### src/verilog/tetris_pkg.sv
package tetris_pkg;

	//============================================================
	// board geometry and counter widths
	//============================================================
	localparam int BOARD_ROWS      = 20; // row 0 is the top
	localparam int BOARD_COLS      = 10;
	localparam int ROW_W           = 5;
	localparam int COL_W           = 4;
	localparam int LINES_W         = 10;
	localparam int LEVEL_W         = 6;
	localparam int LINES_PER_LEVEL = 10;

	typedef logic [BOARD_COLS-1:0] row_bits_t; // bit c is column c

	typedef enum logic [2:0] {
		T = 3'd1,
		O = 3'd2,
		L = 3'd3,
		J = 3'd4,
		S = 3'd5,
		Z = 3'd6,
		I = 3'd7
	} piece_e;

	typedef enum logic [1:0] {
		IDLE,
		DROPPING,
		CLEARING,
		OVER
	} game_state_e;

	typedef struct packed {
		logic [ROW_W-1:0] rd_row;
		logic             wr_en;
		logic [ROW_W-1:0] wr_row;
		row_bits_t        wr_bits;
	} mem_req_t;

	typedef struct packed {
		row_bits_t top;
		row_bits_t bottom;
	} piece_mask_t;

	function automatic logic [COL_W-1:0] piece_width(piece_e p);
		case (p)
			I:       return 4'd4;
			O:       return 4'd2;
			default: return 4'd3;
		endcase
	endfunction

	// spawn orientation, left aligned
	function automatic piece_mask_t piece_mask(piece_e p);
		piece_mask_t m;
		m = '0;
		case (p)
			I: m.bottom = 10'b00_0000_1111;
			T: begin
				m.top    = 10'b00_0000_0010;
				m.bottom = 10'b00_0000_0111;
			end
			O: begin
				m.top    = 10'b00_0000_0011;
				m.bottom = 10'b00_0000_0011;
			end
			L: begin
				m.top    = 10'b00_0000_0100;
				m.bottom = 10'b00_0000_0111;
			end
			J: begin
				m.top    = 10'b00_0000_0001;
				m.bottom = 10'b00_0000_0111;
			end
			S: begin
				m.top    = 10'b00_0000_0110;
				m.bottom = 10'b00_0000_0011;
			end
			Z: begin
				m.top    = 10'b00_0000_0011;
				m.bottom = 10'b00_0000_0110;
			end
			default: m = '0;
		endcase
		return m;
	endfunction

endpackage

### src/verilog/playfield_ram.sv
`timescale 1ns/1ps

module playfield_ram (
	input  logic                 clk,
	input  logic                 rst_n,
	input  logic                 clr,
	input  tetris_pkg::mem_req_t req,
	output tetris_pkg::row_bits_t rd_bits
);
	import tetris_pkg::*;

	row_bits_t rows [BOARD_ROWS]; // one word per board row

	always_ff @(posedge clk or negedge rst_n) begin
		if (!rst_n) begin
			for (int r = 0; r < BOARD_ROWS; r++) begin
				rows[r] <= '0;
			end
		end else if (clr) begin // whole board in one cycle
			for (int r = 0; r < BOARD_ROWS; r++) begin
				rows[r] <= '0;
			end
		end else if (req.wr_en) begin
			rows[req.wr_row] <= req.wr_bits;
		end
	end

	assign rd_bits = rows[req.rd_row]; // combinational read

	// requests reach here through the game_ctrl mux from either worker
	assert property (@(posedge clk) disable iff (!rst_n)
		(req.rd_row < ROW_W'(BOARD_ROWS)) &&
		(!req.wr_en || (req.wr_row < ROW_W'(BOARD_ROWS))))
		else $error("playfield row index out of range");

endmodule

### config.mk
export PLATFORM = sky130hd
export DESIGN_NAME = playfield_ram
export DESIGN_NICKNAME = d
export VERILOG_FILES = /design/src/verilog/tetris_pkg.sv /design/src/verilog/playfield_ram.sv
export SDC_FILE = /design/constraint.sdc
export NUM_CORES = 1
export LEC_CHECK = 0
export BUFFER_PORTS_ARGS = -buffer_cell sky130_fd_sc_hd__buf_2
export CAP_MARGIN = 20
export CORE_UTILIZATION = 45
export DETAILED_ROUTE_END_ITERATION = 6
export SLEW_MARGIN = 20
export SYNTH_ARGS = -nofsm -noshare
export SYNTH_HDL_FRONTEND = slang
export SYNTH_SLANG_ARGS = --single-unit
export TNS_END_PERCENT = 50
### constraint.sdc
create_clock -name clk -period 1.7 [get_ports clk]
set_clock_uncertainty 0.2 [all_clocks]
set_input_delay 0.085 -clock clk [delete_from_list [all_inputs] [get_ports clk]]
set_output_delay 0.085 -clock clk [all_outputs]
set_load 0.1 [all_outputs]
==> results.env <==
SYNTH_SEQ_CELLS=200
COMBINATIONALPOWERSHARE=0.130
MEAN_ROUTED_WIRELENGTH_PER_CELL_UM=21.4
CORE_REGION_AREA_UM2=21800
POST-ROUTE-WORST-SETUP-SLACK_NS=-0.370
WORST-ENDPOINT-REQUIRED_NS=1.41
POSTROUTEANTENNANETS=0
REG.LARGEST.LIST='rows x200'
CELLLEAKAGEPOWER_nW=5.15
GP_ROUTABILITY_CONGESTION=0.856
SYNTH.TOP_CELLS.BY_AREA='sky130_fd_sc_hd__dfrtp_1, sky130_fd_sc_hd__mux2i_1, sky130_fd_sc_hd__nand3_1'
FINAL_HOLD_VIOL_COUNT=3
WORST_SETUP_PATH_STARTPOINT='rows[6]$_DFFE_PN0P_'
DETAIL_ROUTE.DRC_VIOLATIONS=0
SLEW_VIOLATIONS=0
WORST_SLEW_MARGIN_REL=0.585
IO-PIN-COUNT=34
CRITICAL_PATH.ENDPOINT_TYPE='output pin'
FINALCRITPERIODSHARE=1.22
IR_WORST_VDD_mV=0.639
GRT_MAX_DEGREE=58
FP-ROW-COUNT=54
CLOCK_POWER_SHARE=0.392
INSERTED_DIODES=0
CTS.REPAIR_TIMING.SETUP_BUFFER_COUNT=0
ROOT_BUFFER='sky130_fd_sc_hd__clkbuf_16'
P_INT_mW=7.20
PROPORTION_OF_LAYOUT_CELLS_WITH_A_DRIVE_SUFFIX_ABOVE_1=0.186
PWR-SHARE-SEQ=0.478
INSERTION_DELAY_NS=0.43
POWER.NET_SWITCHING_mW=2.85
FLOORPLAN.INITIALDENSITY=0.459
INITIAL_ANTENNA_VIOLATION_COUNT=0
GRT_SETUP_UNREPAIRED='yes'
SYNTH-WARNING-COUNT=0
CRIT_PATH_MAX_FANOUT=2
NUMBER_OF_VIAS_IN_THE_ROUTED_LAYOUT=8588
DP_SLACK_NS=-0.208
POST_DP_HPWL_UM=20500
SYN-INSTANCE-COUNT=1097
TOTAL_NETS_AFTER_SYNTHESIS=1121
DETAILEDROUTE.FIRSTITERATIONVIOLATIONS=860
IO_BUFFER_COUNT=33
GLOBALROUTETOTALUTIL=0.289
WORST_HOLD_SLACK_NS=-0.0103
CTS_MAX_LEVEL=4
TRITONCTS_NUM_SINKS=200
REGTOREGSETUPSLACK_NS=0.75
DRTPASS1ITERATIONS=5
SYNTH_CELL_TYPE_COUNT=27
PER_CELL_VIA_COUNT_IN_THE_ROUTED_DESIGN=5.89
WORST_HOLD_CLASS='in -> async'
GRT_PASS1_VIAS=8368
SYNTH_TOP_CELL_AREA_SHARE=0.501
TIGHTEST_SLEW_NS=0.622
CRITICAL_PATH_ARRIVAL_NS=1.78
YOSYSSEQAREASHARE=0.501
SWITCHING_SHARE=0.284
START_KIND='flip-flop'
NETLIST.TOP_CELL.BY_AREA='sky130_fd_sc_hd__dfrtp_1'
CRITICAL_PATH.REG2REG.ENDPOINT='rows[119]$_DFFE_PN0P_'
CHIPWIDTH_UM=151
FAILING_CHECKS='hold timing, setup timing'
LARGEST_REGISTER_FFS=200
R2R.WORST_PATH.CELLS=2
MAX_FREQ_MHz=483
LAYOUT-AREA-OVERHEAD-VS-SYNTH_PCT=21.8
POWER-PER-CELL-AREA_nW_PER_UM2=826
FINALWIRELENGTH_UM=31300
WORST-SETUP-PATH-TYPE='reg -> out'
AVGSYNTHCELLAREA_UM2=9.10
LARGEST-REGISTER='rows'
RUN_STATUS='finished, violations left'
GRT_PASS1_WL_UM=49000
GLOBALROUTEOVERFLOWTOTAL=0
TOTAL_DIE_AREA_UM2=22800
FINALSETUPTNS_NS=-3.28
TIMING.MAX_CAP.VIOLATIONS=0
FIN_CRIT_NS=2.07
MAPPEDNETLISTAREA_UM2=9980
DIE_HEIGHT_UM=151
SETUP_VIOL_COUNT_FINAL=10
FIN_NETS=1190
TIMING.RR.START='rows[119]$_DFFE_PN0P_'
CTS.CLK_SLEW.WORST_PATHS_NS=0.08
MOST-COMMON-LAYOUT-CELLS='sky130_fd_sc_hd__nand2_1, sky130_fd_sc_hd__dfrtp_1, sky130_fd_sc_hd__nand3_1, sky130_fd_sc_hd__a21oi_1, sky130_fd_sc_hd__mux2i_1'
TRITONCTS='done'
CTS_INSERTED_BUFFERS=17
CLK_PATH_BUF_DEPTH=2
[cells by family after synthesis]
family | count (synthesis) | synth area share
AND/OR/NAND/NOR | 451 | 0.201
buffers and inverters | 107 | 0.0474
AO/OA/AOI/OAI | 219 | 0.117
multiplexers | 120 | 0.133
flip-flops | 200 | 0.501
[through the flow]
step / cell area (µm²) / instances / utilization / power [mW]
2_1_floorplan: 10100 / 1097 / - / 5.54
3_3_place_gp: 11400 / 1414 / 0.523 / 6.15
3_5_place_dp: 11400 / 1414 / 0.523 / 6.15
4_1_cts: 12100 / 1459 / 0.558 / 10.1
5_1_grt: 12200 / 1459 / 0.559 / 10.3
6_report: 12200 / 1459 / 0.559 / 10.0
[repair_timing]
| item | CTS | global route |
|---|---|---|
| pin swaps | 2 | 2 |
| endpoints found under the setup margin | 10 | 10 |
| gates resized for setup | 18 | 5 |
| endpoints found under the hold margin | 363 | 0 |
| hold buffers | 13 | 0 |
[worst max path at each step]
stage	slack (ns)	cells past startpoint	endpoint
6_report	-0.37	4	rd_bits[6]
5_1_grt	-0.40	4	rd_bits[6]
4_1_cts	-0.38	4	rd_bits[6]
3_5_place_dp	-0.21	7	rd_bits[6]
3_3_place_gp	-0.21	7	rd_bits[6]
2_1_floorplan	-0.68	6	rd_bits[6]
[layout make-up]
class,instances,area [µm²]
fillers,1953,9600
flip-flops and latches,200,5000
multi-input cells,790,4680
repair buffers,157,1570
clock buffers,18,439
well taps,280,350
clock inverters,14,114
[synthesized netlist by cell type]
cell,n
sky130_fd_sc_hd__a21oi_1,179
sky130_fd_sc_hd__a22oi_1,29
sky130_fd_sc_hd__and2_1,1
sky130_fd_sc_hd__and3_1,1
sky130_fd_sc_hd__and3b_1,2
sky130_fd_sc_hd__and4b_1,1
sky130_fd_sc_hd__buf_2,42
sky130_fd_sc_hd__buf_4,3
sky130_fd_sc_hd__buf_6,1
sky130_fd_sc_hd__clkbuf_1,61
sky130_fd_sc_hd__dfrtp_1,200
sky130_fd_sc_hd__mux2i_1,110
sky130_fd_sc_hd__mux4_2,10
sky130_fd_sc_hd__nand2_1,207
sky130_fd_sc_hd__nand2b_1,1
sky130_fd_sc_hd__nand3_1,190
sky130_fd_sc_hd__nand3b_1,3
sky130_fd_sc_hd__nand4_1,1
sky130_fd_sc_hd__nor2_1,33
sky130_fd_sc_hd__nor2_2,1
sky130_fd_sc_hd__nor2b_1,2
sky130_fd_sc_hd__nor3_1,1
sky130_fd_sc_hd__nor3_2,1
sky130_fd_sc_hd__nor3b_1,5
sky130_fd_sc_hd__nor4b_1,1
sky130_fd_sc_hd__o211ai_1,1
sky130_fd_sc_hd__o21ai_0,10
[per-layer routing]
metal  routed length, µm  global-route usage  vias up
li1                    -                   -     3970
met4                 913               0.105        0
met1               14000               0.409     4298
met2               14700               0.452      269
met3                1600              0.0392       51
met5                   0                   0        -
[power groups by stage]
| stage | registers, mW | logic, mW | clock network [mW] |
|---|---|---|---|
| after floorplan | 4.89 | 0.645 | 0 |
| after global placement | 4.90 | 1.25 | 0 |
| after detailed placement | 4.90 | 1.25 | 0 |
| after CTS | 4.80 | 1.30 | 3.98 |
| after global routing | 4.81 | 1.38 | 4.14 |
| final | 4.81 | 1.30 | 3.93 |
[critical path, stage by stage (launching register included)]
cell and delay (ns):
sky130_fd_sc_hd__dfrtp_1 0.38, sky130_fd_sc_hd__mux4_2 0.51, sky130_fd_sc_hd__nand2_2 0.10, sky130_fd_sc_hd__o211ai_1 0.15, sky130_fd_sc_hd__buf_12 0.21
No activity file was read; power rests on OpenSTA's default activity.
