$ cat src/verilog/tetris_pkg.sv
package tetris_pkg;

	//============================================================
	// board geometry and counter widths
	//============================================================
	localparam int BOARD_ROWS      = 20; // row 0 is the top
	localparam int BOARD_COLS      = 10;
	localparam int ROW_W           = 5;
	localparam int COL_W           = 4;
	localparam int LINES_W         = 10;
	localparam int LEVEL_W         = 6;
	localparam int LINES_PER_LEVEL = 10;

	typedef logic [BOARD_COLS-1:0] row_bits_t; // bit c is column c

	typedef enum logic [2:0] {
		T = 3'd1,
		O = 3'd2,
		L = 3'd3,
		J = 3'd4,
		S = 3'd5,
		Z = 3'd6,
		I = 3'd7
	} piece_e;

	typedef enum logic [1:0] {
		IDLE,
		DROPPING,
		CLEARING,
		OVER
	} game_state_e;

	typedef struct packed {
		logic [ROW_W-1:0] rd_row;
		logic             wr_en;
		logic [ROW_W-1:0] wr_row;
		row_bits_t        wr_bits;
	} mem_req_t;

	typedef struct packed {
		row_bits_t top;
		row_bits_t bottom;
	} piece_mask_t;

	function automatic logic [COL_W-1:0] piece_width(piece_e p);
		case (p)
			I:       return 4'd4;
			O:       return 4'd2;
			default: return 4'd3;
		endcase
	endfunction

	// spawn orientation, left aligned
	function automatic piece_mask_t piece_mask(piece_e p);
		piece_mask_t m;
		m = '0;
		case (p)
			I: m.bottom = 10'b00_0000_1111;
			T: begin
				m.top    = 10'b00_0000_0010;
				m.bottom = 10'b00_0000_0111;
			end
			O: begin
				m.top    = 10'b00_0000_0011;
				m.bottom = 10'b00_0000_0011;
			end
			L: begin
				m.top    = 10'b00_0000_0100;
				m.bottom = 10'b00_0000_0111;
			end
			J: begin
				m.top    = 10'b00_0000_0001;
				m.bottom = 10'b00_0000_0111;
			end
			S: begin
				m.top    = 10'b00_0000_0110;
				m.bottom = 10'b00_0000_0011;
			end
			Z: begin
				m.top    = 10'b00_0000_0011;
				m.bottom = 10'b00_0000_0110;
			end
			default: m = '0;
		endcase
		return m;
	endfunction

endpackage

$ cat src/verilog/piece_dropper.sv
`timescale 1ns/1ps

module piece_dropper (
	input  logic                        clk,
	input  logic                        rst_n,
	input  logic                        go,
	input  tetris_pkg::piece_e          piece,
	input  logic [tetris_pkg::COL_W-1:0] column,
	input  tetris_pkg::row_bits_t       rd_bits,
	output tetris_pkg::mem_req_t        req,
	output logic                        done,
	output logic                        spawn_fail
);
	import tetris_pkg::*;

	typedef enum logic [2:0] {
		D_IDLE,
		D_RD_TOP,
		D_RD_BOT,
		D_LK_TOP,
		D_LK_BOT
	} drop_state_e;

	drop_state_e      state;
	piece_mask_t      raw;
	piece_mask_t      mask;    // footprint shifted to its column
	logic [ROW_W-1:0] pos;     // top row of the candidate
	logic             top_hit;
	logic             hit;
	logic             pending;

	assign raw = piece_mask(piece);
	assign hit = top_hit | (|(rd_bits & mask.bottom));

	always_ff @(posedge clk) begin
		if (state == D_IDLE && go) begin
			mask.top    <= raw.top << column;
			mask.bottom <= raw.bottom << column;
		end
	end

	//============================================================
	// memory side, read-modify-write while locking
	//============================================================
	always_comb begin
		req = '0;
		case (state)
			D_RD_TOP: req.rd_row = pos;
			D_RD_BOT: req.rd_row = pos + ROW_W'(1);
			D_LK_TOP: begin
				req.rd_row  = pos;
				req.wr_en   = 1'b1;
				req.wr_row  = pos;
				req.wr_bits = rd_bits | mask.top;
			end
			D_LK_BOT: begin
				req.rd_row  = pos + ROW_W'(1);
				req.wr_en   = 1'b1;
				req.wr_row  = pos + ROW_W'(1);
				req.wr_bits = rd_bits | mask.bottom;
			end
			default: ;
		endcase
	end

	always_ff @(posedge clk or negedge rst_n) begin
		if (!rst_n) begin
			state      <= D_IDLE;
			pos        <= '0;
			top_hit    <= 1'b0;
			done       <= 1'b0;
			spawn_fail <= 1'b0;
		end else begin
			done <= 1'b0;
			case (state)
				D_IDLE: if (go) begin
					pos        <= '0; // spawn position
					spawn_fail <= 1'b0;
					state      <= D_RD_TOP;
				end
				D_RD_TOP: begin
					top_hit <= |(rd_bits & mask.top);
					state   <= D_RD_BOT;
				end
				D_RD_BOT: begin
					if (hit && pos == '0) begin
						spawn_fail <= 1'b1; // nothing gets written
						done       <= 1'b1;
						state      <= D_IDLE;
					end else if (hit) begin
						pos   <= pos - ROW_W'(1); // back to last free spot
						state <= D_LK_TOP;
					end else if (pos == ROW_W'(BOARD_ROWS - 2)) begin
						state <= D_LK_TOP; // resting on the floor
					end else begin
						pos   <= pos + ROW_W'(1);
						state <= D_RD_TOP;
					end
				end
				D_LK_TOP: state <= D_LK_BOT;
				D_LK_BOT: begin
					done  <= 1'b1;
					state <= D_IDLE;
				end
				default: state <= D_IDLE;
			endcase
		end
	end

	always_ff @(posedge clk or negedge rst_n) begin
		if (!rst_n)
			pending <= 1'b0;
		else if (go)
			pending <= 1'b1;
		else if (done)
			pending <= 1'b0;
	end

	assert property (@(posedge clk) disable iff (!rst_n) $rose(done) |-> pending)
		else $error("drop done without a preceding go");

endmodule

$ cat config.mk
export PLATFORM = sky130hd
export DESIGN_NAME = piece_dropper
export DESIGN_NICKNAME = d
export VERILOG_FILES = /design/src/verilog/tetris_pkg.sv /design/src/verilog/piece_dropper.sv
export SDC_FILE = /design/constraint.sdc
export NUM_CORES = 1
export LEC_CHECK = 0
export BUFFER_PORTS_ARGS = -buffer_cell sky130_fd_sc_hd__clkbuf_2
export CAP_MARGIN = 10
export CORE_MARGIN = 2
export CORE_UTILIZATION = 41
export CTS_BUF_LIST = sky130_fd_sc_hd__clkbuf_4 sky130_fd_sc_hd__clkbuf_8
export CTS_CLUSTER_DIAMETER = 50
export DETAILED_ROUTE_END_ITERATION = 8
export GPL_ROUTABILITY_DRIVEN = 0
export SLEW_MARGIN = 30
export SYNTH_ARGS = -nofsm -noshare
export SYNTH_HDL_FRONTEND = slang
export SYNTH_SLANG_ARGS = --single-unit
$ cat constraint.sdc
create_clock -name clk -period 4.55 [get_ports clk]
set_input_delay 0.455 -clock clk [delete_from_list [all_inputs] [get_ports clk]]
set_output_delay 0.455 -clock clk [all_outputs]
set_load 0.005 [all_outputs]
==> results.md <==
- Worst-Skew Late Latency: about 0.29 ns
- Slew at the pin closest to its max-slew limit: 0.7882 ns
- Final min period: between 2 and 3 ns
- I/O pin total: 43
- Worst voltage drop across the vdd grid: approximately 0.00027 V
- TNS Setup: 0 ns
- Total clock sinks: 31
- Primary FF master, synth: edfxtp_1
- Number of instances in the placed design: approximately 360
- Global Route Usage Sum: 19.44%
- Synth warnings: 0
- Start point of the critical path: state[2]$_DFFE_PN0P_
- Largest cells by area after synthesis: edfxtp_1, dfrtp_1, o21ai_0, nand2_1, nor2_1
- Aggregate global routing overflow: 0
- Cts hold-fix bufs: 0
- Crit Path Class: register to primary output
- Pin count of the biggest net entering global routing: 40
- Clock root buffer: clkbuf_8
- Max-Slew Margin vs Limit: a little under half
- Site Rows: 26
- Critical path startpoint category: register
- Number of nets still failing antenna checks after routing: 0
- Count of antenna diodes in the layout: 0
- CTS tree: done
- Share of the clock period used by the worst path: 60.57%
- Status: completed
- Final setup violation count: 0
- Count of different cell masters after synthesis: 47
- Final HPWL DP: roughly 4100 um
- Total detailed-routing wirelength: roughly 5600 um
- Startpoint of the worst-slack reg-to-reg timing path: pos[0]$_DFFE_PN0P_
- Hold slack final: 0.04476 ns
- Req. time, crit path: approximately 4.1 ns
- TritonRoute pass-1 iters: 4
- Count of state elements after synthesis: 31
- Unrepaired setup endpoints after global routing: no
- Leakage power figure: around 1 nW
- Hold Fails Final Rpt: 0
- Wire length of the first global-routing pass: ~9300 um
- Syn Nets: slightly below 300
- Area of the mapped netlist: 2233 um^2
- CTS clock-pin slew for the worst setup and hold paths: ~0.070 ns
- Die H: about 80 um
- Worst-case register-to-register setup slack: about 2.3 ns
- Area leader, netlist: edfxtp_1
- Proportion of layout cells with a drive suffix above 1: 19.53%
- Post-CTS Setup Inserts: 0
- Number of instances resized during post-cts repair: 0
- Via total after detailed routing: between 2000 and 2500
- Worst Hold Class: primary input to async pin
- # port buffers: 42
- Most common library cell in the layout ignoring fill and taps: clkbuf_2
- Data arrival time of the critical path: between 2 and 2.5 ns
- Average routed wire per standard cell: around 15 um
- Num CTS Buffers: 5
- Max capacitance violation total: 0
- Vias in the first global route: roughly 1900
- Cells after synthesis: about 270
- R2R depth: 7
- Remaining DRCs: 0
- Register area share after synthesis: around 40%
- DRT iter0 DRCs: around 180
- Overall power after layout: between 0.001 and 0.0015 W
- Cell Count, Final, Fillers Out: 367
- Final Max Tran Viols: 0
- Fraction of post-synthesis cell area in the top cell type by area: 26.89%
- Overall die area: 6054 um^2
- Average cell area after synthesis: roughly 8.3 um^2
- Average via count per standard cell: 5.741
- EDFF count, synth: 20
- Final #Nets: 320
- Type of element capturing the critical path: primary output
- Standard cell core area: around 5200 um^2
- Initial antenna violation count: 0
- Highest achievable clock rate: 362.9 MHz
- Clk_skew: about 0.0084 ns
- Critical Path Fanout Max: 14
- Initial Util: 43.18%
- Synth-to-layout area growth: 14.68%
- CTS Buffer Depth: 2
- Pwr dens: roughly 540 nW/um^2
- Maximum level of the CTS H-tree: 2
- Highest-count cells in the layout ignoring fill and taps: clkbuf_2, o21ai_0, nand2_1, nor2_1, edfxtp_1
- Synth async-reset ratio: between 30% and 40%
- Die Span X: between 70 and 80 um
final cells by class:
| type | count | area, um^2 |
|---|---|---|
| inverters | 8 | 30.03 |
| clock inverters | 3 | 38.79 |
| clock buffers | 5 | 68.82 |
| flip-flops and latches | 31 | 877.1 |
| fillers | 509 | 2611 |
| well taps | 70 | 87.58 |
| multi-input cells | 207 | 1241 |
| repair buffers | 43 | 217.7 |
worst paths after layout:
path	endpoint
max	req[10]
min in group clk	mask[5]$_SDFFCE_PP0P_
max reg2reg	pos[3]$_DFFE_PN0P_
min	done$_DFF_PN0_
max in group asynchronous	state[0]$_DFFE_PN0P_
min reg2reg	spawn_fail$_DFFE_PN0P_
critical path: stages, from the launching register on:
cell and delay (ns):
dfrtp_1 0.58, nor2b_1 0.70, nand2b_1 0.34, o21ai_0 0.25, clkbuf_2 0.14
stage by stage:
stage,utilization [%],setup WS [ns],cell area (um^2)
4_1_cts,49.49,1.823,2560
6_report,49.52,1.794,2561
5_1_grt,49.52,1.601,2561
3_3_place_gp,47.36,2.025,2450
3_5_place_dp,47.41,2.135,2452
2_1_floorplan,-,1.235,2233
report_power, final:
part	total (W)	internal, W	switching, W
Sequential	0.000532	0.000396	0.000136
Combinational	0.000586	0.000251	0.000336
Clock	0.000266	0.000160	0.000106
Total	0.00138	0.000807	0.000577
registers in the layout (all words and copies together), names as in the netlist:
name and flops:
spawn_fail 1, mask 20, done 1, state 3, pos 5, top_hit 1
layer usage:
layer	routed length, um	track usage (%)	up-vias
li1	-	-	1055
met1	2861	29.77	972
met2	2263	26.55	76
met3	380	4.419	4
met4	74	6.429	0
met5	0	0	-
synth_stat cells (3+ instances only):
| cell | count |
|---|---|
| a211oi_1 | 3 |
| a21o_1 | 3 |
| a21oi_1 | 11 |
| a22oi_1 | 9 |
| a31oi_1 | 7 |
| and2_1 | 3 |
| buf_2 | 4 |
| clkbuf_1 | 16 |
| dfrtp_1 | 11 |
| edfxtp_1 | 20 |
| ha_1 | 4 |
| inv_1 | 8 |
| mux2i_1 | 3 |
| nand2_1 | 25 |
| nand2b_1 | 7 |
| nand3_1 | 7 |
| nor2_1 | 23 |
| nor2b_1 | 9 |
| nor3_1 | 4 |
| o211ai_1 | 10 |
| o21ai_0 | 38 |
| o22ai_1 | 13 |
| xor2_1 | 3 |
cell families (layout without fill, tap and decap cells):
group | count (synthesis) | count (layout) | synth area share [%]
xor gates and xnor gates | 4 | 4 | 1.569
AOI/OAI and AO/OA | 107 | 107 | 29.92
DFF | 31 | 31 | 39.22
and+or+nand+nor | 87 | 87 | 19.10
buffers and inverters | 30 | 59 | 5.602
muxes | 5 | 5 | 2.353
adders and majority gates | 4 | 4 | 2.241
Note: power is estimated with default switching activity, not from simulation.
