==> config.mk <==
export PLATFORM = sky130hd
export DESIGN_NAME = game_ctrl
export DESIGN_NICKNAME = d
export VERILOG_FILES = /design/src/verilog/tetris_pkg.sv /design/src/verilog/game_ctrl.sv
export SDC_FILE = /design/constraint.sdc
export NUM_CORES = 1
export LEC_CHECK = 0
export ABC_AREA = 1
export BUFFER_PORTS_ARGS = -buffer_cell sky130_fd_sc_hd__buf_2
export CAP_MARGIN = 15
export CORE_MARGIN = 3
export CORE_UTILIZATION = 52
export CTS_BUF_LIST = sky130_fd_sc_hd__clkbuf_4
export DETAILED_ROUTE_END_ITERATION = 16
export PLACE_DENSITY = 0.93
export SETUP_SLACK_MARGIN = 0.4
export SYNTH_ARGS = -nofsm -noshare
export SYNTH_HDL_FRONTEND = slang
export SYNTH_SLANG_ARGS = --single-unit
export TNS_END_PERCENT = 20
==> constraint.sdc <==
create_clock -name clk -period 5.6 [get_ports clk]
set_input_delay 1.4 -clock clk [delete_from_list [all_inputs] [get_ports clk]]
set_output_delay 1.4 -clock clk [all_outputs]
set_load 0.02 [all_outputs]
==> src/verilog/tetris_pkg.sv <==
package tetris_pkg;

	//============================================================
	// board geometry and counter widths
	//============================================================
	localparam int BOARD_ROWS      = 20; // row 0 is the top
	localparam int BOARD_COLS      = 10;
	localparam int ROW_W           = 5;
	localparam int COL_W           = 4;
	localparam int LINES_W         = 10;
	localparam int LEVEL_W         = 6;
	localparam int LINES_PER_LEVEL = 10;

	typedef logic [BOARD_COLS-1:0] row_bits_t; // bit c is column c

	typedef enum logic [2:0] {
		T = 3'd1,
		O = 3'd2,
		L = 3'd3,
		J = 3'd4,
		S = 3'd5,
		Z = 3'd6,
		I = 3'd7
	} piece_e;

	typedef enum logic [1:0] {
		IDLE,
		DROPPING,
		CLEARING,
		OVER
	} game_state_e;

	typedef struct packed {
		logic [ROW_W-1:0] rd_row;
		logic             wr_en;
		logic [ROW_W-1:0] wr_row;
		row_bits_t        wr_bits;
	} mem_req_t;

	typedef struct packed {
		row_bits_t top;
		row_bits_t bottom;
	} piece_mask_t;

	function automatic logic [COL_W-1:0] piece_width(piece_e p);
		case (p)
			I:       return 4'd4;
			O:       return 4'd2;
			default: return 4'd3;
		endcase
	endfunction

	// spawn orientation, left aligned
	function automatic piece_mask_t piece_mask(piece_e p);
		piece_mask_t m;
		m = '0;
		case (p)
			I: m.bottom = 10'b00_0000_1111;
			T: begin
				m.top    = 10'b00_0000_0010;
				m.bottom = 10'b00_0000_0111;
			end
			O: begin
				m.top    = 10'b00_0000_0011;
				m.bottom = 10'b00_0000_0011;
			end
			L: begin
				m.top    = 10'b00_0000_0100;
				m.bottom = 10'b00_0000_0111;
			end
			J: begin
				m.top    = 10'b00_0000_0001;
				m.bottom = 10'b00_0000_0111;
			end
			S: begin
				m.top    = 10'b00_0000_0110;
				m.bottom = 10'b00_0000_0011;
			end
			Z: begin
				m.top    = 10'b00_0000_0011;
				m.bottom = 10'b00_0000_0110;
			end
			default: m = '0;
		endcase
		return m;
	endfunction

endpackage

==> src/verilog/game_ctrl.sv <==
`timescale 1ns/1ps

module game_ctrl (
	input  logic                            clk,
	input  logic                            rst_n,
	input  logic                            drop,
	input  tetris_pkg::piece_e              piece,
	input  logic [tetris_pkg::COL_W-1:0]    column,
	input  logic                            restart,
	input  logic [tetris_pkg::ROW_W-1:0]    rd_row,
	input  tetris_pkg::mem_req_t            drop_req,
	input  tetris_pkg::mem_req_t            clear_req,
	input  logic                            drop_done,
	input  logic                            spawn_fail,
	input  logic                            clear_done,
	input  logic [2:0]                      cleared,
	output logic                            drop_go,
	output logic                            clear_go,
	output logic                            clr,
	output tetris_pkg::mem_req_t            mem_req,
	output tetris_pkg::piece_e              drop_piece,
	output logic [tetris_pkg::COL_W-1:0]    drop_col,
	output logic                            busy,
	output logic                            game_over,
	output logic [tetris_pkg::LINES_W-1:0]  lines,
	output logic [tetris_pkg::LEVEL_W-1:0]  level
);
	import tetris_pkg::*;

	game_state_e      state;
	logic [COL_W-1:0] col_max;
	logic [3:0]       lines_left; // lines still needed for the next level
	logic             accept;

	assign col_max   = COL_W'(BOARD_COLS) - piece_width(piece);
	assign accept    = (state == IDLE) && drop;
	assign clr       = (state == OVER) && restart;
	assign busy      = (state == DROPPING) || (state == CLEARING);
	assign game_over = (state == OVER);

	always_ff @(posedge clk) begin
		if (accept) begin
			drop_piece <= piece;
			drop_col   <= (column > col_max) ? col_max : column; // clamp
		end
	end

	// the worker that owns the state gets the memory
	always_comb begin
		case (state)
			DROPPING: mem_req = drop_req;
			CLEARING: mem_req = clear_req;
			default: begin
				mem_req        = '0;
				mem_req.rd_row = rd_row; // host readout
			end
		endcase
	end

	//============================================================
	// game FSM and counters
	//============================================================
	always_ff @(posedge clk or negedge rst_n) begin
		if (!rst_n) begin
			state      <= IDLE;
			drop_go    <= 1'b0;
			clear_go   <= 1'b0;
			lines      <= '0;
			level      <= '0;
			lines_left <= 4'(LINES_PER_LEVEL);
		end else begin
			drop_go  <= 1'b0;
			clear_go <= 1'b0;
			case (state)
				IDLE: if (accept) begin
					drop_go <= 1'b1;
					state   <= DROPPING;
				end
				DROPPING: if (drop_done) begin
					if (spawn_fail) begin
						state <= OVER;
					end else begin
						clear_go <= 1'b1;
						state    <= CLEARING;
					end
				end
				CLEARING: if (clear_done) begin
					lines <= lines + LINES_W'(cleared);
					if (4'(cleared) >= lines_left) begin
						level      <= level + LEVEL_W'(1);
						lines_left <= lines_left + 4'(LINES_PER_LEVEL) - 4'(cleared);
					end else begin
						lines_left <= lines_left - 4'(cleared);
					end
					state <= IDLE;
				end
				OVER: if (restart) begin
					lines      <= '0;
					level      <= '0;
					lines_left <= 4'(LINES_PER_LEVEL);
					state      <= IDLE;
				end
				default: state <= IDLE;
			endcase
		end
	end

endmodule

==> run_results.csv <==
group,metric,value,unit
outcome,status,"finished clean",
yosys,synth.top_cell.area_share,23.73,%
die,initial_core_util,55.98,%
sta,hold_violations,0,
sta,fin_crit_sh,62.88,%
sta,period_minus_slack,3.522,ns
die,core,0.004144,mm²
yosys,ys_ff_latch,31,
global_routing,grt_max_degree,25,
yosys,syn_nets,417,
routing,drt-initial-drc-count,102,
clock_tree,post-cts-setup-buffer-count,0,
power,internal_power,0.7075,mW
sta,slew_headroom,44.29,%
global_routing,antenna_found_initial,0,
power,clkPwrFrac,8.1,%
clock_tree,cts_resized,0,
sta,fin_worst_skew,0.01337,ns
die,io_pins,113,
min_path,hold_class,"register to register",
yosys,synth_area_leaders,"dfrtp_1 24%, nand2_1 18%, ha_1 9.2%",
sta,setup_viol,0,
layout,fillers,338,
critical_path,reg2regPathDepth,9,
routing,top_layer_used,"met4",
routing,routed-wl-met2,3.153,mm
clock_tree,htreeDepth,2,
routing,drt_pass1_iterations,4,
power,power_leakage,1.715,nW
sta,fmax,284.0,MHz
clock_tree,clock_sinks,31,
die,fp-row-count,23,
critical_path,critical_path.max_stage_delay,0.47,ns
clock_tree,holdBufCountCts,0,
flow_run,drv_cap,0,
critical_path,crit_chain,"inv_1 -> ha_1 -> inv_1 -> a21oi_1 -> a21oi_1 -> buf_2",
placed_design,place_congestion,0.9057,
clock_tree,clockBufferDepth,2,
critical_path,end_kind,"primary output",
critical_path,crit_arrival,2.12,ns
critical_path,crit_required,4.20,ns
yosys,synthAdderAreaFrac,11.76,%
critical_path,crit_path_top_delay_cell,"inv_1",
min_path,hold_depth,2,
clock_tree,numCtsBuffers,5,
layout,syn2layout_area_growth,27.83,%
power,p_per_area,522.4,mW/mm²
clock_tree,clock-root-buffer,"clkbuf_4",
yosys,syn_avg_cell_area,6.966,µm²
routing,routedWlPerCell,12.47,µm
sta,setup_tns,0,ns
routing,wl_met3,468,µm
yosys,synth-xor-area-share,2.265,%
clock_tree,clkLatencyLatePin,0.34,ns
yosys,synth_mux_area_share,0,%
global_routing,grt_pass1_vias,2516,
layout,drive_gt1_share,28.03,%
power,switching_share,54.33,%
power,p_switching,0.8417,mW
yosys,ys_warn_count,0,
yosys,synth_area,0.002320,mm²
yosys,yosysUniqueCellTypes,27,
critical_path,crit_type,"register to primary output",
power,finalPower,1.549,mW
sta,worst_pin_slew,0.8357,ns
placed_design,port_buffers,112,
yosys,synthCells,333,
routing,wirelength,6.187,mm
global_routing,grt_overflow,0,
layout,nNetsFinal,529,
routing,vias_per_cell,5.145,
critical_path,r2r_slack,3.18,ns
yosys,yosys.area_share.simple,31.01,%
layout,antennaDiodeCount,0,
sta,rsz0062_at_grt,"false",
die,chipHeight,72.79,µm
global_routing,grt_pass1_wl,10.34,mm
yosys,synth_compound_area_share,11.33,%
layout,instances_no_fill,496,
routing,via_count,2552,
routing,post-route-drc-count,0,
placed_design,dp_cells,488,
yosys,synth_top_family_by_area,"simple AND/OR/NAND/NOR gates",
clock_tree,cts_tree,"yes",
yosys,yosys.area.top_type,"dfrtp_1",
power,pwr-share-seq,24.6,%
routing,met1_length,2.376,mm
power,p_comb_share,67.3,%
die,die_area,0.005298,mm²
power,ir_drop,0.3756,mV
yosys,ys_seq_area_share,35.06,%
routing,final_antenna_net_count,0,
placed_design,dpl.hpwl,5.003,mm
global_routing,grt_usage,24.35,%
die,fp.dieW,72.79,µm
critical_path,cp_max_fo,21,
sta,whs,0.5159,ns
critical_path,cp-start-kind,"register",
sta,drv_slew,0,
clock_tree,path_clk_slew,0.09,ns
==> worst max-delay path: cells and delay by family (launching register included) <==
kind                       cells  cell delay (ns)
buffers and inverters          3             0.73
DFF                            1             0.41
adders and majority gates      1             0.39
AOI/OAI and AO/OA              2             0.26
==> state kept, by name, indices dropped and copies added (netlist names) <==
register and count:
lines 10, drop_piece 3, drop_col 4, level 6, state 2, lines_left 4, drop_go 1, clear_go 1
==> stage by stage <==
stage,instance area (µm²),utilization (%),setup slack [ns]
floorplan,2320,-,2.381
global placement,2913,70.29,2.292
detailed placement,2913,70.29,2.291
CTS,2965,71.56,2.051
global route,2965,71.56,1.872
finish,2965,71.56,2.078
==> logic make-up after synthesis <==
kind of cell               count (synthesis)
and+or+nand+nor                          175
buffers and inverters                     52
AOI/OAI and AO/OA                         49
DFF                                       31
adders and majority gates                 20
xor gates and xnor gates                   6
==> layout by cell type (no fill, tap or decap), types with 2 or more instances in the layout <==
| cell type | n |
|---|---|
| clkbuf_4 | 6 |
| dfrtp_1 | 22 |
| o21ai_0 | 12 |
| xnor2_1 | 2 |
| edfxtp_1 | 7 |
| a21oi_1 | 30 |
| dfstp_2 | 2 |
| nand2_1 | 113 |
| nor2_1 | 27 |
| clkinv_1 | 2 |
| ha_1 | 17 |
| inv_2 | 2 |
| nand4_1 | 6 |
| fa_1 | 3 |
| xor2_1 | 4 |
| o22ai_1 | 2 |
| nand3_1 | 25 |
| buf_2 | 112 |
| inv_1 | 43 |
==> power by group through the flow <==
stage                     clock network (mW)  registers [mW]  logic (mW)
final                                  0.126           0.381        1.04
after global routing                   0.138           0.394        1.17
after CTS                              0.130           0.381        1.05
after detailed placement                   0           0.385        1.05
after global placement                     0           0.381        1.02
after floorplan                            0           0.437       0.691
==> metal layers <==
metal,up-vias,GRT usage [%]
met3,18,5.647
met1,1136,26.50
met5,-,0
met4,0,11.48
met2,105,44.19
li1,1293,-
==> Yosys cell counts (all sizes together) <==
master,instances
edfxtp,7
o22ai,2
ha,17
o211ai,1
a21o,1
nand3,25
nand3b,1
dfrtp,22
clkbuf,6
nor2,28
nand2,114
xor2,4
o21ai,13
and2,1
xnor2,2
fa,3
nand4,6
o221ai,1
inv,45
buf,1
dfstp,2
a21oi,30
o21bai,1
==> worst paths after layout <==
path	start	endpoint
setup / recovery	state[0]	mem_req[20]
hold / removal	lines_left[2]	lines_left[2]
setup reg to reg	state[0]	lines_left[1]
hold reg to reg	lines_left[2]	lines_left[2]
max in group asynchronous	rst_n	lines_left[3]
min in group asynchronous	rst_n	lines[9]
==> area by class of cell <==
cell class                 count  area [µm²]  area share [%]
inverter                      45       168.9           5.696
sequential                    31       813.3           27.43
timing repair buffer         112       560.5           18.90
multi-input combinational    250        1308           44.09
clock inverter                 2       7.507          0.2532
clock buffer                   6       45.04           1.519
tap                           50       62.56           2.110
Note: power is estimated with default switching activity, not from simulation.
