`src/verilog/tetris_pkg.sv`:
```
package tetris_pkg;

	//============================================================
	// board geometry and counter widths
	//============================================================
	localparam int BOARD_ROWS      = 20; // row 0 is the top
	localparam int BOARD_COLS      = 10;
	localparam int ROW_W           = 5;
	localparam int COL_W           = 4;
	localparam int LINES_W         = 10;
	localparam int LEVEL_W         = 6;
	localparam int LINES_PER_LEVEL = 10;

	typedef logic [BOARD_COLS-1:0] row_bits_t; // bit c is column c

	typedef enum logic [2:0] {
		T = 3'd1,
		O = 3'd2,
		L = 3'd3,
		J = 3'd4,
		S = 3'd5,
		Z = 3'd6,
		I = 3'd7
	} piece_e;

	typedef enum logic [1:0] {
		IDLE,
		DROPPING,
		CLEARING,
		OVER
	} game_state_e;

	typedef struct packed {
		logic [ROW_W-1:0] rd_row;
		logic             wr_en;
		logic [ROW_W-1:0] wr_row;
		row_bits_t        wr_bits;
	} mem_req_t;

	typedef struct packed {
		row_bits_t top;
		row_bits_t bottom;
	} piece_mask_t;

	function automatic logic [COL_W-1:0] piece_width(piece_e p);
		case (p)
			I:       return 4'd4;
			O:       return 4'd2;
			default: return 4'd3;
		endcase
	endfunction

	// spawn orientation, left aligned
	function automatic piece_mask_t piece_mask(piece_e p);
		piece_mask_t m;
		m = '0;
		case (p)
			I: m.bottom = 10'b00_0000_1111;
			T: begin
				m.top    = 10'b00_0000_0010;
				m.bottom = 10'b00_0000_0111;
			end
			O: begin
				m.top    = 10'b00_0000_0011;
				m.bottom = 10'b00_0000_0011;
			end
			L: begin
				m.top    = 10'b00_0000_0100;
				m.bottom = 10'b00_0000_0111;
			end
			J: begin
				m.top    = 10'b00_0000_0001;
				m.bottom = 10'b00_0000_0111;
			end
			S: begin
				m.top    = 10'b00_0000_0110;
				m.bottom = 10'b00_0000_0011;
			end
			Z: begin
				m.top    = 10'b00_0000_0011;
				m.bottom = 10'b00_0000_0110;
			end
			default: m = '0;
		endcase
		return m;
	endfunction

endpackage

```
`src/verilog/line_clearer.sv`:
```
`timescale 1ns/1ps

module line_clearer (
	input  logic                  clk,
	input  logic                  rst_n,
	input  logic                  go,
	input  tetris_pkg::row_bits_t rd_bits,
	output tetris_pkg::mem_req_t  req,
	output logic                  done,
	output logic [2:0]            cleared
);
	import tetris_pkg::*;

	typedef enum logic [1:0] {
		C_IDLE,
		C_SCAN,
		C_FILL
	} clear_state_e;

	clear_state_e     state;
	logic [ROW_W-1:0] rd_ptr;
	logic [ROW_W-1:0] wr_ptr;
	logic             full;

	assign full = &rd_bits;

	always_comb begin
		req = '0;
		case (state)
			C_SCAN: begin
				req.rd_row  = rd_ptr;
				req.wr_en   = !full && (rd_ptr != wr_ptr); // pull row down
				req.wr_row  = wr_ptr;
				req.wr_bits = rd_bits;
			end
			C_FILL: begin
				req.rd_row = wr_ptr;
				req.wr_en  = 1'b1; // vacated top row
				req.wr_row = wr_ptr;
			end
			default: ;
		endcase
	end

	//============================================================
	// bottom-up scan, then zero fill
	//============================================================
	always_ff @(posedge clk or negedge rst_n) begin
		if (!rst_n) begin
			state   <= C_IDLE;
			rd_ptr  <= '0;
			wr_ptr  <= '0;
			cleared <= '0;
			done    <= 1'b0;
		end else begin
			done <= 1'b0;
			case (state)
				C_IDLE: if (go) begin
					rd_ptr  <= ROW_W'(BOARD_ROWS - 1);
					wr_ptr  <= ROW_W'(BOARD_ROWS - 1);
					cleared <= '0;
					state   <= C_SCAN;
				end
				C_SCAN: begin
					if (full)
						cleared <= cleared + 3'd1; // skipped
					else
						wr_ptr <= wr_ptr - ROW_W'(1);
					if (rd_ptr != '0) begin
						rd_ptr <= rd_ptr - ROW_W'(1);
					end else if (full || cleared != '0) begin
						state <= C_FILL;
					end else begin
						done  <= 1'b1;
						state <= C_IDLE;
					end
				end
				C_FILL: begin
					if (wr_ptr == '0) begin
						done  <= 1'b1;
						state <= C_IDLE;
					end else begin
						wr_ptr <= wr_ptr - ROW_W'(1);
					end
				end
				default: state <= C_IDLE;
			endcase
		end
	end

	// a locked piece spans two rows, so no more than two can fill at once
	assert property (@(posedge clk) disable iff (!rst_n) done |-> cleared <= 3'd2)
		else $error("more than two rows cleared after one drop");

endmodule

```
`config.mk`:
```
export PLATFORM = sky130hd
export DESIGN_NAME = line_clearer
export DESIGN_NICKNAME = d
export VERILOG_FILES = /design/src/verilog/tetris_pkg.sv /design/src/verilog/line_clearer.sv
export SDC_FILE = /design/constraint.sdc
export NUM_CORES = 1
export LEC_CHECK = 0
export BUFFER_PORTS_ARGS = -buffer_cell sky130_fd_sc_hd__buf_2
export CAP_MARGIN = 20
export CORE_ASPECT_RATIO = 0.9
export CORE_MARGIN = 4
export CORE_UTILIZATION = 52
export CTS_CLUSTER_DIAMETER = 100
export DETAILED_ROUTE_END_ITERATION = 16
export GPL_ROUTABILITY_DRIVEN = 0
export MAX_ROUTING_LAYER = met4
export PLACE_DENSITY = 0.8
export SLEW_MARGIN = 25
export SYNTH_ARGS = -nofsm -noshare
export SYNTH_HDL_FRONTEND = slang
export SYNTH_SLANG_ARGS = --single-unit
```
`constraint.sdc`:
```
create_clock -name clk -period 2.57 [get_ports clk]
set_input_delay 0 -clock clk [delete_from_list [all_inputs] [get_ports clk]]
set_output_delay 0 -clock clk [all_outputs]
set_load 0.01 [all_outputs]
```
==> impl_metrics.csv, run 1 <==
group,metric,value,unit
worst_setup_path,start_kind,"flip-flop",
placed_design,placed_area,0.00149,mm^2
placed_design,place_ws,0.612,ns
floorplanning,chipWidth,61.3,um
worst_setup_path,regToRegStartpoint,"state[1]$_DFFE_PN0P_",
synthesis,yosys.area.top_type_share,30.1,%
timing,setup_tns,0,ns
cts,post-cts-setup-buffers,0,
floorplanning,start_util,54.3,%
worst_setup_path,required,2.76,ns
timing,slew_viol_final,0,
flow_run,cap_violations,0,
floorplanning,dieArea,0.00343,mm^2
grt,first_global_vias,1163,
worst_setup_path,arrival,2.18,ns
grt,antenna_found_initial,0,
final_layout,area_delta_synth_final,15.9,%
floorplanning,die_h,56.0,um
timing,max_slew_margin,45.7,%
timing,hold_viol_final,0,
timing,fin_crit_sh,77.5,%
cts,cts_tree,"yes",
floorplanning,core-area,0.00245,mm^2
timing,worst-slew-pin-transition,0.809,ns
floorplanning,ios,38,
final_layout,nFillCells,217,
drt,vias,1297,
synthesis,synth.distinct_cells,41,
drt,ant_nets,0,
placed_design,port_buffers,37,
grt,grt_max_degree,27,
drt,via_per_inst,5.95,
synthesis,yosysWarnings,0,
cts,cts_root_buffer,"clkbuf_4",
worst_setup_path,cp_max_fo,6,
drt,drc,0,
synthesis,synthArstFlopShare,100,%
drt,routed_wl,3.26,mm
floorplanning,num_rows,17,
timing,rsz0062_at_grt,"false",
synthesis,ys_seq_area_share,30.1,%
cts,insertion_delay,0.30,ns
min_path,hold_class,"in2reg",
final_layout,multi_input_area,817,um^2
power_and_ir_drop,peakVddDrop,0.000631,V
timing,finalWorstSetupSlack,0.579,ns
synthesis,synth_fp_nets,180,
timing,final-setup-viol-count,0,
worst_setup_path,crit_start,"state[1]$_DFFE_PN0P_",
cts,clk_pin_slew,0.11,ns
synthesis,netlist_area,0.00133,mm^2
cts,cts_resized,0,
synthesis,yosys.cell_count.top_type,"dfrtp_1",
status,status,"completed",
drt,wire_per_inst,14.9,um
grt,grt_pass1_wl,5.53,mm
power_and_ir_drop,p_leak,0.754,nW
final_layout,antenna_cells,0,
cts,cts_buffer_depth,2,
final_layout,drive_gt1_share,23.7,%
final_layout,fin_util,63.0,%
drt,drtIter0Drc,134,
final_layout,fin_nets,212,
synthesis,ys_seq_elements,16,
timing,whs,0.0123,ns
synthesis,yosys-top-cells-count,"16 x dfrtp_1, 15 x and2_1, 13 x inv_1",
cts,cts_hold_buf,1,
worst_setup_path,crit_path_end_kind,"flip-flop",
grt,grt_overflow,0,
synthesis,synthCells,159,
timing,min_period,1.99,ns
grt,grt.total_usage,21.6,%
final_layout,final_area,0.00154,mm^2
synthesis,yosys_most_used_dff,"dfrtp_1",
cts,cts_made_buffers,3,
final_layout,regArea,400,um^2
power_and_ir_drop,powerDensity,950,mW/mm^2
min_path,worstHoldStart,"go",
synthesis,synth_edf_count,0,
synthesis,synth_top_area_cell,"dfrtp_1",
synthesis,yosys-top-cells-area,"dfrtp_1 30%, ha_1 7.5%, and2_1 7.1%",
cts,htreeDepth,1,
worst_setup_path,critical_path_class,"reg2reg",
cts,cts_sinks,16,
timing,max_freq,502,MHz
timing,skew,0.00779,ns
drt,dr.pass1.iters,4,
synthesis,avgSynthCellArea,8.36,um^2
placed_design,dpl.hpwl,2.43,mm
[layout make-up]
| cell class | instances | area share, % |
|---|---|---|
| clock buffers | 4 | 2.36 |
| inverters | 13 | 3.17 |
| multi-input cells | 118 | 53.0 |
| flip-flops and latches | 16 | 26.0 |
| well taps | 28 | 2.27 |
| repair buffers | 39 | 13.2 |
[final timing paths]
kind / end / slack, ns / cells past startpoint
max: wr_ptr[2]$_DFFE_PN0P_ / 0.58 / 6
min: state[0]$_DFFE_PN0P_ / 0.01 / 3
max reg2reg: wr_ptr[2]$_DFFE_PN0P_ / 0.58 / 6
min reg2reg: cleared[2]$_DFFE_PN0P_ / 0.56 / 2
max in group asynchronous: state[1]$_DFFE_PN0P_ / 2.15 / 2
min in group asynchronous: rd_ptr[1]$_DFFE_PN0P_ / 0.14 / 2
[kinds of logic (layout without fill, tap and decap cells)]
| logic type | count (synthesis) | count (layout) | share of synthesized area (%) |
|---|---|---|---|
| XOR/XNOR | 5 | 5 | 3.30 |
| multiplexers | 2 | 2 | 1.51 |
| flip-flops | 16 | 16 | 30.1 |
| adder cells (fa/ha/maj) | 8 | 8 | 7.53 |
| AO/OA/AOI/OAI | 39 | 39 | 20.2 |
| buffers and inverters | 25 | 56 | 8.38 |
| AND/OR/NAND/NOR | 64 | 64 | 28.9 |
[cell usage in the layout (no fill, tap or decap), drive strengths merged]
master	synthesis	final
o31ai	1	1
a32o	1	1
and3	1	1
nor4	1	1
buf	4	38
a21boi	1	1
inv	13	13
nand4	6	6
nand3	6	6
a31oi	1	1
nand2	8	8
mux2i	2	2
o221ai	1	1
nand2b	2	2
dlygate4sd3	0	1
a22o	2	2
a21o	1	1
or4b	3	3
nor4b	2	2
a41o	1	1
nor3	3	3
nor3b	1	1
a21oi	7	7
or3	2	2
clkbuf	8	4
o21a	3	3
nor2	3	3
a211oi	3	3
and2	17	17
xor2	5	5
ha	8	8
o21ai	8	8
o41ai	1	1
a22oi	8	8
nor2b	9	9
dfrtp	16	16
[state kept, by name (all words and copies together) (netlist names)]
register  cells
cleared       3
done          1
rd_ptr        5
state         2
wr_ptr        5
[per-layer routing]
| layer | share of wire [%] | global-route usage [%] | vias up |
|---|---|---|---|
| li1 | - | - | 622 |
| met1 | 45 | 31.0 | 578 |
| met2 | 43 | 28.9 | 89 |
| met3 | 9.8 | 4.18 | 8 |
| met4 | 2.2 | 9.60 | 0 |
| met5 | 0 | - | - |
[where the power goes]
part | switching [mW] | internal (mW) | total, mW
clock network | 0.0921 | 0.0864 | 0.179
logic | 0.459 | 0.363 | 0.822
registers | 0.139 | 0.324 | 0.463
total | 0.690 | 0.773 | 1.46
[metrics by stage]
| stage | instances | power [mW] |
|---|---|---|
| finish | 218 | 1.46 |
| detailed placement | 213 | 1.29 |
| global placement | 213 | 1.25 |
| CTS | 218 | 1.47 |
| floorplan | 159 | 1.04 |
| global route | 218 | 1.59 |
[worst max-delay path, cell delays in order (launching register included)]
cell,delay (ns)
dfrtp_1,0.43
inv_1,0.11
ha_1,0.18
and2_4,0.14
or4b_1,0.54
and2_4,0.23
a32o_1,0.26
Note: power is estimated with default switching activity, not from simulation.
==> inputs of run 2 (changes only) <==
--- a/config.mk
+++ b/config.mk
@@ -5,6 +5,7 @@
 export SDC_FILE = /design/constraint.sdc
 export NUM_CORES = 1
 export LEC_CHECK = 0
+export ABC_AREA = 1
 export BUFFER_PORTS_ARGS = -buffer_cell sky130_fd_sc_hd__buf_2
 export CAP_MARGIN = 20
 export CORE_ASPECT_RATIO = 0.9
==> constraint.sdc (replaced) <==
create_clock -name clk -period 1.9 [get_ports clk]
set_input_delay 0 -clock clk [delete_from_list [all_inputs] [get_ports clk]]
set_output_delay 0 -clock clk [all_outputs]
set_load 0.01 [all_outputs]
==> run 2 against run 1 <==
Compared with the run above:
- area after synthesis increased by 0.19%
- die area increased by 0.16%
- wire length increased by 2.6%
- clock-buffer cell count unchanged
- largest power group unchanged
==> impl_metrics.csv, run 2 <==
group,metric,value,unit
worst_setup_path,regToRegStartpoint,"state[1]$_DFFE_PN0P_",
timing,setup_tns,0,ns
synthesis,yosys.area_share.simple,40.6,%
final_layout,fin_nets,263,
timing,slew_viol_final,0,
drt,wire_per_inst,12.4,um
cts,cts_buffer_depth,2,
synthesis,synthXorXnorAreaFrac,3.29,%
cts,htreeDepth,1,
worst_setup_path,arrival,1.81,ns
synthesis,ys_seq_elements,16,
timing,final-setup-viol-count,0,
timing,fin_crit_sh,95.2,%
worst_setup_path,rr_worst_depth,7,
cts,cts_tree,"yes",
power_and_ir_drop,powerDensity,1490,mW/mm^2
timing,skew,0.00946,ns
grt,grt_pass1_wl,5.18,mm
timing,worst-slew-pin-transition,0.376,ns
drt,routed_wl,3.34,mm
worst_setup_path,r2r-end,"cleared[2]$_DFFE_PN0P_",
synthesis,synth_compound_area_share,7.33,%
timing,max_freq,553,MHz
drt,vias,1366,
synthesis,yosys-top-cells-count,"68 x nand2_1, 28 x inv_1, 16 x dfrtp_1, 16 x nor2_1, 12 x nand3_1",
synthesis,synth_fp_nets,216,
power_and_ir_drop,peakVddDrop,0.00100,V
timing,whs,0.126,ns
worst_setup_path,cp_max_fo,8,
synthesis,yosys.area.top_type_share,30.1,%
grt,grt_overflow,0,
synthesis,yosys-top-cells-area,"dfrtp_1 30%, nand2_1 19%, inv_1 7.9%",
synthesis,synth.distinct_cells,28,
synthesis,yosysWarnings,0,
timing,rsz0062_at_grt,"false",
synthesis,yosys.cell_count.top_type,"nand2_1",
floorplanning,ios,38,
synthesis,synth_top_family_by_area,"simple AND/OR/NAND/NOR gates",
grt,antenna_found_initial,0,
final_layout,final_cell_mix,"68 x nand2_1, 37 x buf_2, 26 x inv_1",
worst_setup_path,crit_end,"req[12]",
floorplanning,chipWidth,61.3,um
drt,drc,0,
synthesis,synthCells,195,
floorplanning,num_rows,17,
flow_run,cap_violations,0,
drt,via_per_inst,5.08,
placed_design,dpl.hpwl,2.49,mm
synthesis,synth_edf_count,0,
floorplanning,dieArea,0.00343,mm^2
status,status,"completed",
cts,insertion_delay,0.31,ns
timing,max_slew_margin,74.9,%
cts,cts_made_buffers,3,
floorplanning,die_h,56,um
synthesis,avgSynthCellArea,6.83,um^2
grt,first_global_vias,1196,
worst_setup_path,critical_path_class,"reg2out",
floorplanning,start_util,54.4,%
worst_setup_path,crit_path_end_kind,"output port",
final_layout,final_area,0.00166,mm^2
placed_design,port_buffers,37,
final_layout,biggestRegsByFlops,"rd_ptr (5), wr_ptr (5), cleared (3)",
worst_setup_path,ff2ff_setup_slack,0.35,ns
timing,min_period,1.81,ns
cts,cts_sinks,16,
synthesis,muxShareOfSynthArea,0,%
worst_setup_path,crit_start,"state[0]$_DFFE_PN0P_",
synthesis,synth_top_area_cell,"dfrtp_1",
synthesis,ys_seq_area_share,30.1,%
cts,cts_root_buffer,"clkbuf_4",
final_layout,antenna_cells,0,
synthesis,yosys_most_used_dff,"dfrtp_1",
floorplanning,core-area,0.00245,mm^2
timing,hold_viol_final,0,
drt,ant_nets,0,
final_layout,final_common_cell,"nand2_1",
drt,dr.pass1.iters,4,
synthesis,synthAdderAreaFrac,7.52,%
synthesis,netlist_area,0.00133,mm^2
final_layout,nFillCells,212,
power_and_ir_drop,p_leak,1.01,nW
synthesis,synthArstFlopShare,100,%
grt,grt.total_usage,19.8,%
final_layout,drive_gt1_share,29.9,%
min_path,hold_class,"in2async",
cts,clk_pin_slew,0.11,ns
worst_setup_path,start_kind,"flip-flop",
placed_design,placed_area,0.00154,mm^2
worst_setup_path,required,1.90,ns
drt,drtIter0Drc,56,
final_layout,area_delta_synth_final,24.4,%
grt,grt_max_degree,17,
run 2: timing repair:
action	CTS	global route
hold buffers	2	0
endpoints found under the hold margin	17	0
gates resized for setup	0	8
setup buffers	0	5
setup endpoints to repair	0	6
run 2: power by group:
| part | switching (mW) | internal [mW] |
|---|---|---|
| clock network | 0.126 | 0.117 |
| logic | 1.01 | 0.631 |
| registers | 0.122 | 0.453 |
| total | 1.26 | 1.20 |
run 2: logic make-up after synthesis:
kind of cell / Yosys count
xor gates and xnor gates: 5
buffers and inverters: 38
AOI/OAI and AO/OA: 15
DFF: 16
adders and majority gates: 8
and+or+nand+nor: 113
run 2: metal layers:
metal	vias to the layer above	GRT usage, %	wire length (um)
met5	-	-	0
met4	0	4.55	85
met3	8	5.34	180
met2	33	30.1	1580
met1	630	25.9	1490
li1	695	-	-
run 2: worst min-delay path by stage:
stage | endpoint | slack [ns] | depth (start not counted)
after global placement | cleared[1]$_DFFE_PN0P_ | -0.06 | 1
after detailed placement | done$_DFF_PN0_ | -0.06 | 1
after CTS | state[1]$_DFFE_PN0P_ | 0.15 | 2
after floorplan | cleared[0]$_DFFE_PN0P_ | -0.30 | 0
final | state[1]$_DFFE_PN0P_ | 0.13 | 2
after global routing | cleared[2]$_DFFE_PN0P_ | 0.16 | 2
run 2: metrics by stage:
step / util (%) / total power, mW / cells / setup WS [ns]
floorplan: - / 1.67 / 195 / 0.533
global route: 67.7 / 2.69 / 269 / 0.000189
global placement: 63.0 / 2.03 / 258 / 0.337
CTS: 65.3 / 2.29 / 264 / 0.0577
finish: 67.7 / 2.46 / 269 / 0.0909
detailed placement: 63.0 / 2.05 / 258 / 0.310
run 2: worst max-delay path, stage by stage, from the launching register on:
cell        delay, ns
dfrtp_1          0.43
inv_2            0.09
ha_4             0.31
clkinvlp_4       0.16
buf_4            0.19
nor3_1           0.18
buf_2            0.16
run 2: cell type report:
type | count | area, um^2 | share of cell area (%)
repair buffers | 45 | 250 | 15.1
well taps | 28 | 35.0 | 2.11
inverters | 35 | 135 | 8.16
multi-input cells | 141 | 800 | 48.3
flip-flops and latches | 16 | 400 | 24.2
clock buffers | 4 | 36.3 | 2.19
==> inputs of run 3 (changes only) <==
--- a/config.mk
+++ b/config.mk
@@ -15,7 +15,8 @@
 export DETAILED_ROUTE_END_ITERATION = 16
 export GPL_ROUTABILITY_DRIVEN = 0
 export MAX_ROUTING_LAYER = met4
-export PLACE_DENSITY = 0.8
+export PLACE_DENSITY = 0.91
+export SETUP_SLACK_MARGIN = 0.1
 export SLEW_MARGIN = 25
 export SYNTH_ARGS = -nofsm -noshare
 export SYNTH_HDL_FRONTEND = slang
==> run 3 against run 2 <==
Compared with the run above:
- clock-buffer cell count unchanged
- global-route usage up 1.1 points
- hold slack better by 0.013 ns
- die area unchanged
- flip-flop and latch count unchanged
- clock power down 4%
- sequential power down 2%
- final cell count up 0.37%
- via count unchanged
- setup slack better by 0.073 ns
- largest power group unchanged
==> impl_metrics.csv, run 3 (same netlist as run 2, synthesis figures left out) <==
group,metric,value,unit
final_layout,final_common_cell,"nand2_1",
final_layout,instances_no_fill,270,
grt,first_global_vias,1267,
drt,drc,0,
cts,insertion_delay,0.30,ns
floorplanning,num_rows,17,
timing,final-setup-viol-count,0,
cts,cts_buffer_depth,2,
drt,via_per_inst,5.06,
floorplanning,die_h,56,um
floorplanning,ios,38,
drt,ant_nets,0,
timing,max_freq,576,MHz
flow_run,cap_violations,0,
timing,whs,0.139,ns
worst_setup_path,cp_max_fo,7,
timing,rsz0062_at_grt,"true",
timing,setup_tns,0,ns
timing,slew_viol_final,0,
grt,antenna_found_initial,0,
placed_design,dpl.hpwl,2.47,mm
grt,grt.total_usage,20.9,%
floorplanning,chipWidth,61.3,um
final_layout,fin_nets,264,
timing,skew,0.00283,ns
drt,vias,1366,
cts,clk_pin_slew,0.10,ns
placed_design,port_buffers,37,
floorplanning,core-area,0.00245,mm^2
final_layout,fin_util,68.1,%
grt,use_met1,28.0,%
final_layout,final_cell_mix,"68 x nand2_1, 38 x buf_2, 27 x inv_1",
min_path,hold_class,"in2async",
grt,grt_use_met2,29.9,%
worst_setup_path,arrival,1.74,ns
grt,global_route.peak_usage_layer,"met2",
final_layout,antenna_cells,0,
cts,htreeDepth,1,
worst_setup_path,start_kind,"flip-flop",
placed_design,dp_cells,258,
status,status,"completed",
cts,cts_root_buffer,"clkbuf_4",
final_layout,biggestRegsByFlops,"rd_ptr (5), wr_ptr (5), cleared (3)",
drt,dr.pass1.iters,4,
timing,min_period,1.74,ns
grt,grt.met3_usage,4.64,%
power_and_ir_drop,p_leak,1.02,nW
worst_setup_path,critical_path_class,"reg2out",
floorplanning,dieArea,0.00343,mm^2
cts,cts_tree,"yes",
drt,routed_wl,3.17,mm
cts,cts_sinks,16,
worst_setup_path,required,1.90,ns
drt,drtIter0Drc,78,
floorplanning,start_util,54.4,%
final_layout,area_delta_synth_final,25.2,%
timing,fin_crit_sh,91.4,%
power_and_ir_drop,powerDensity,1480,mW/mm^2
final_layout,drive_gt1_share,30.2,%
grt,grt_overflow,0,
timing,worst-slew-pin-transition,0.377,ns
cts,cts_made_buffers,3,
timing,hold_viol_final,0,
grt,grt_pass1_wl,5.42,mm
power_and_ir_drop,power.total,2.47,mW
drt,wire_per_inst,11.7,um
power_and_ir_drop,peakVddDrop,0.000950,V
worst_setup_path,crit_path_end_kind,"output port",
timing,max_slew_margin,74.8,%
grt,grt_max_degree,17,
-- run 3: cell count changes in the layout (fill, tap and decap cells not counted) --
cell / delta
buf_2: +1
inv_1: +1
inv_2: -1
nor3_1: -1
nor3_2: +1
-- run 3: worst max-delay path, stage by stage (launching register included) --
cell and delay [ns]:
dfrtp_1 0.37, inv_1 0.09, ha_4 0.31, clkinvlp_4 0.14, buf_4 0.16, nor3_1 0.19
buf_2 0.16
-- run 3: area by class of cell --
cell class,count,area [um^2]
multi-input combinational,141,805
fill,193,779
sequential,16,400
timing repair buffer,46,255
inverter,35,135
clock buffer,4,36.3
tap,28,35.0
-- run 3: where the power goes --
| group | total, mW | internal (mW) | switching, mW |
|---|---|---|---|
| Clock | 0.234 | 0.117 | 0.118 |
| Sequential | 0.565 | 0.453 | 0.112 |
| Combinational | 1.67 | 0.652 | 1.02 |
-- run 3: through the flow --
step                      area [um^2]  setup WS, ns
after floorplan                  1330         0.533
after global placement           1540         0.377
after detailed placement         1540         0.318
after CTS                        1630         0.123
after global routing             1670        0.0693
final                            1670         0.164
-- run 3: layer usage --
metal	wire, um	part of all wire [%]
met4	7	0.22
met5	0	0
met3	190	6.0
met1	1450	46
met2	1520	48
-- run 3: repair_timing --
| action | CTS | global route |
|---|---|---|
| setup endpoints to repair | 3 | 10 |
| hold endpoints to repair | 17 | 0 |
| setup buffers | 4 | 2 |
| hold buffers | 2 | 0 |
| resized for setup | 3 | 4 |
-- run 3: path summary, 6_finish.rpt --
path	from	to	slack, ns	cells past startpoint
max	state[1]$_DFFE_PN0P_	req[14]	0.16	6
min	rst_n	wr_ptr[1]$_DFFE_PN0P_	0.14	2
max reg2reg	state[1]$_DFFE_PN0P_	cleared[0]$_DFFE_PN0P_	0.38	7
min reg2reg	rd_ptr[4]$_DFFE_PN0P_	rd_ptr[4]$_DFFE_PN0P_	0.55	2
max in group asynchronous	rst_n	state[0]$_DFFE_PN0P_	1.49	2
min in group clk	rd_bits[0]	state[1]$_DFFE_PN0P_	0.21	7
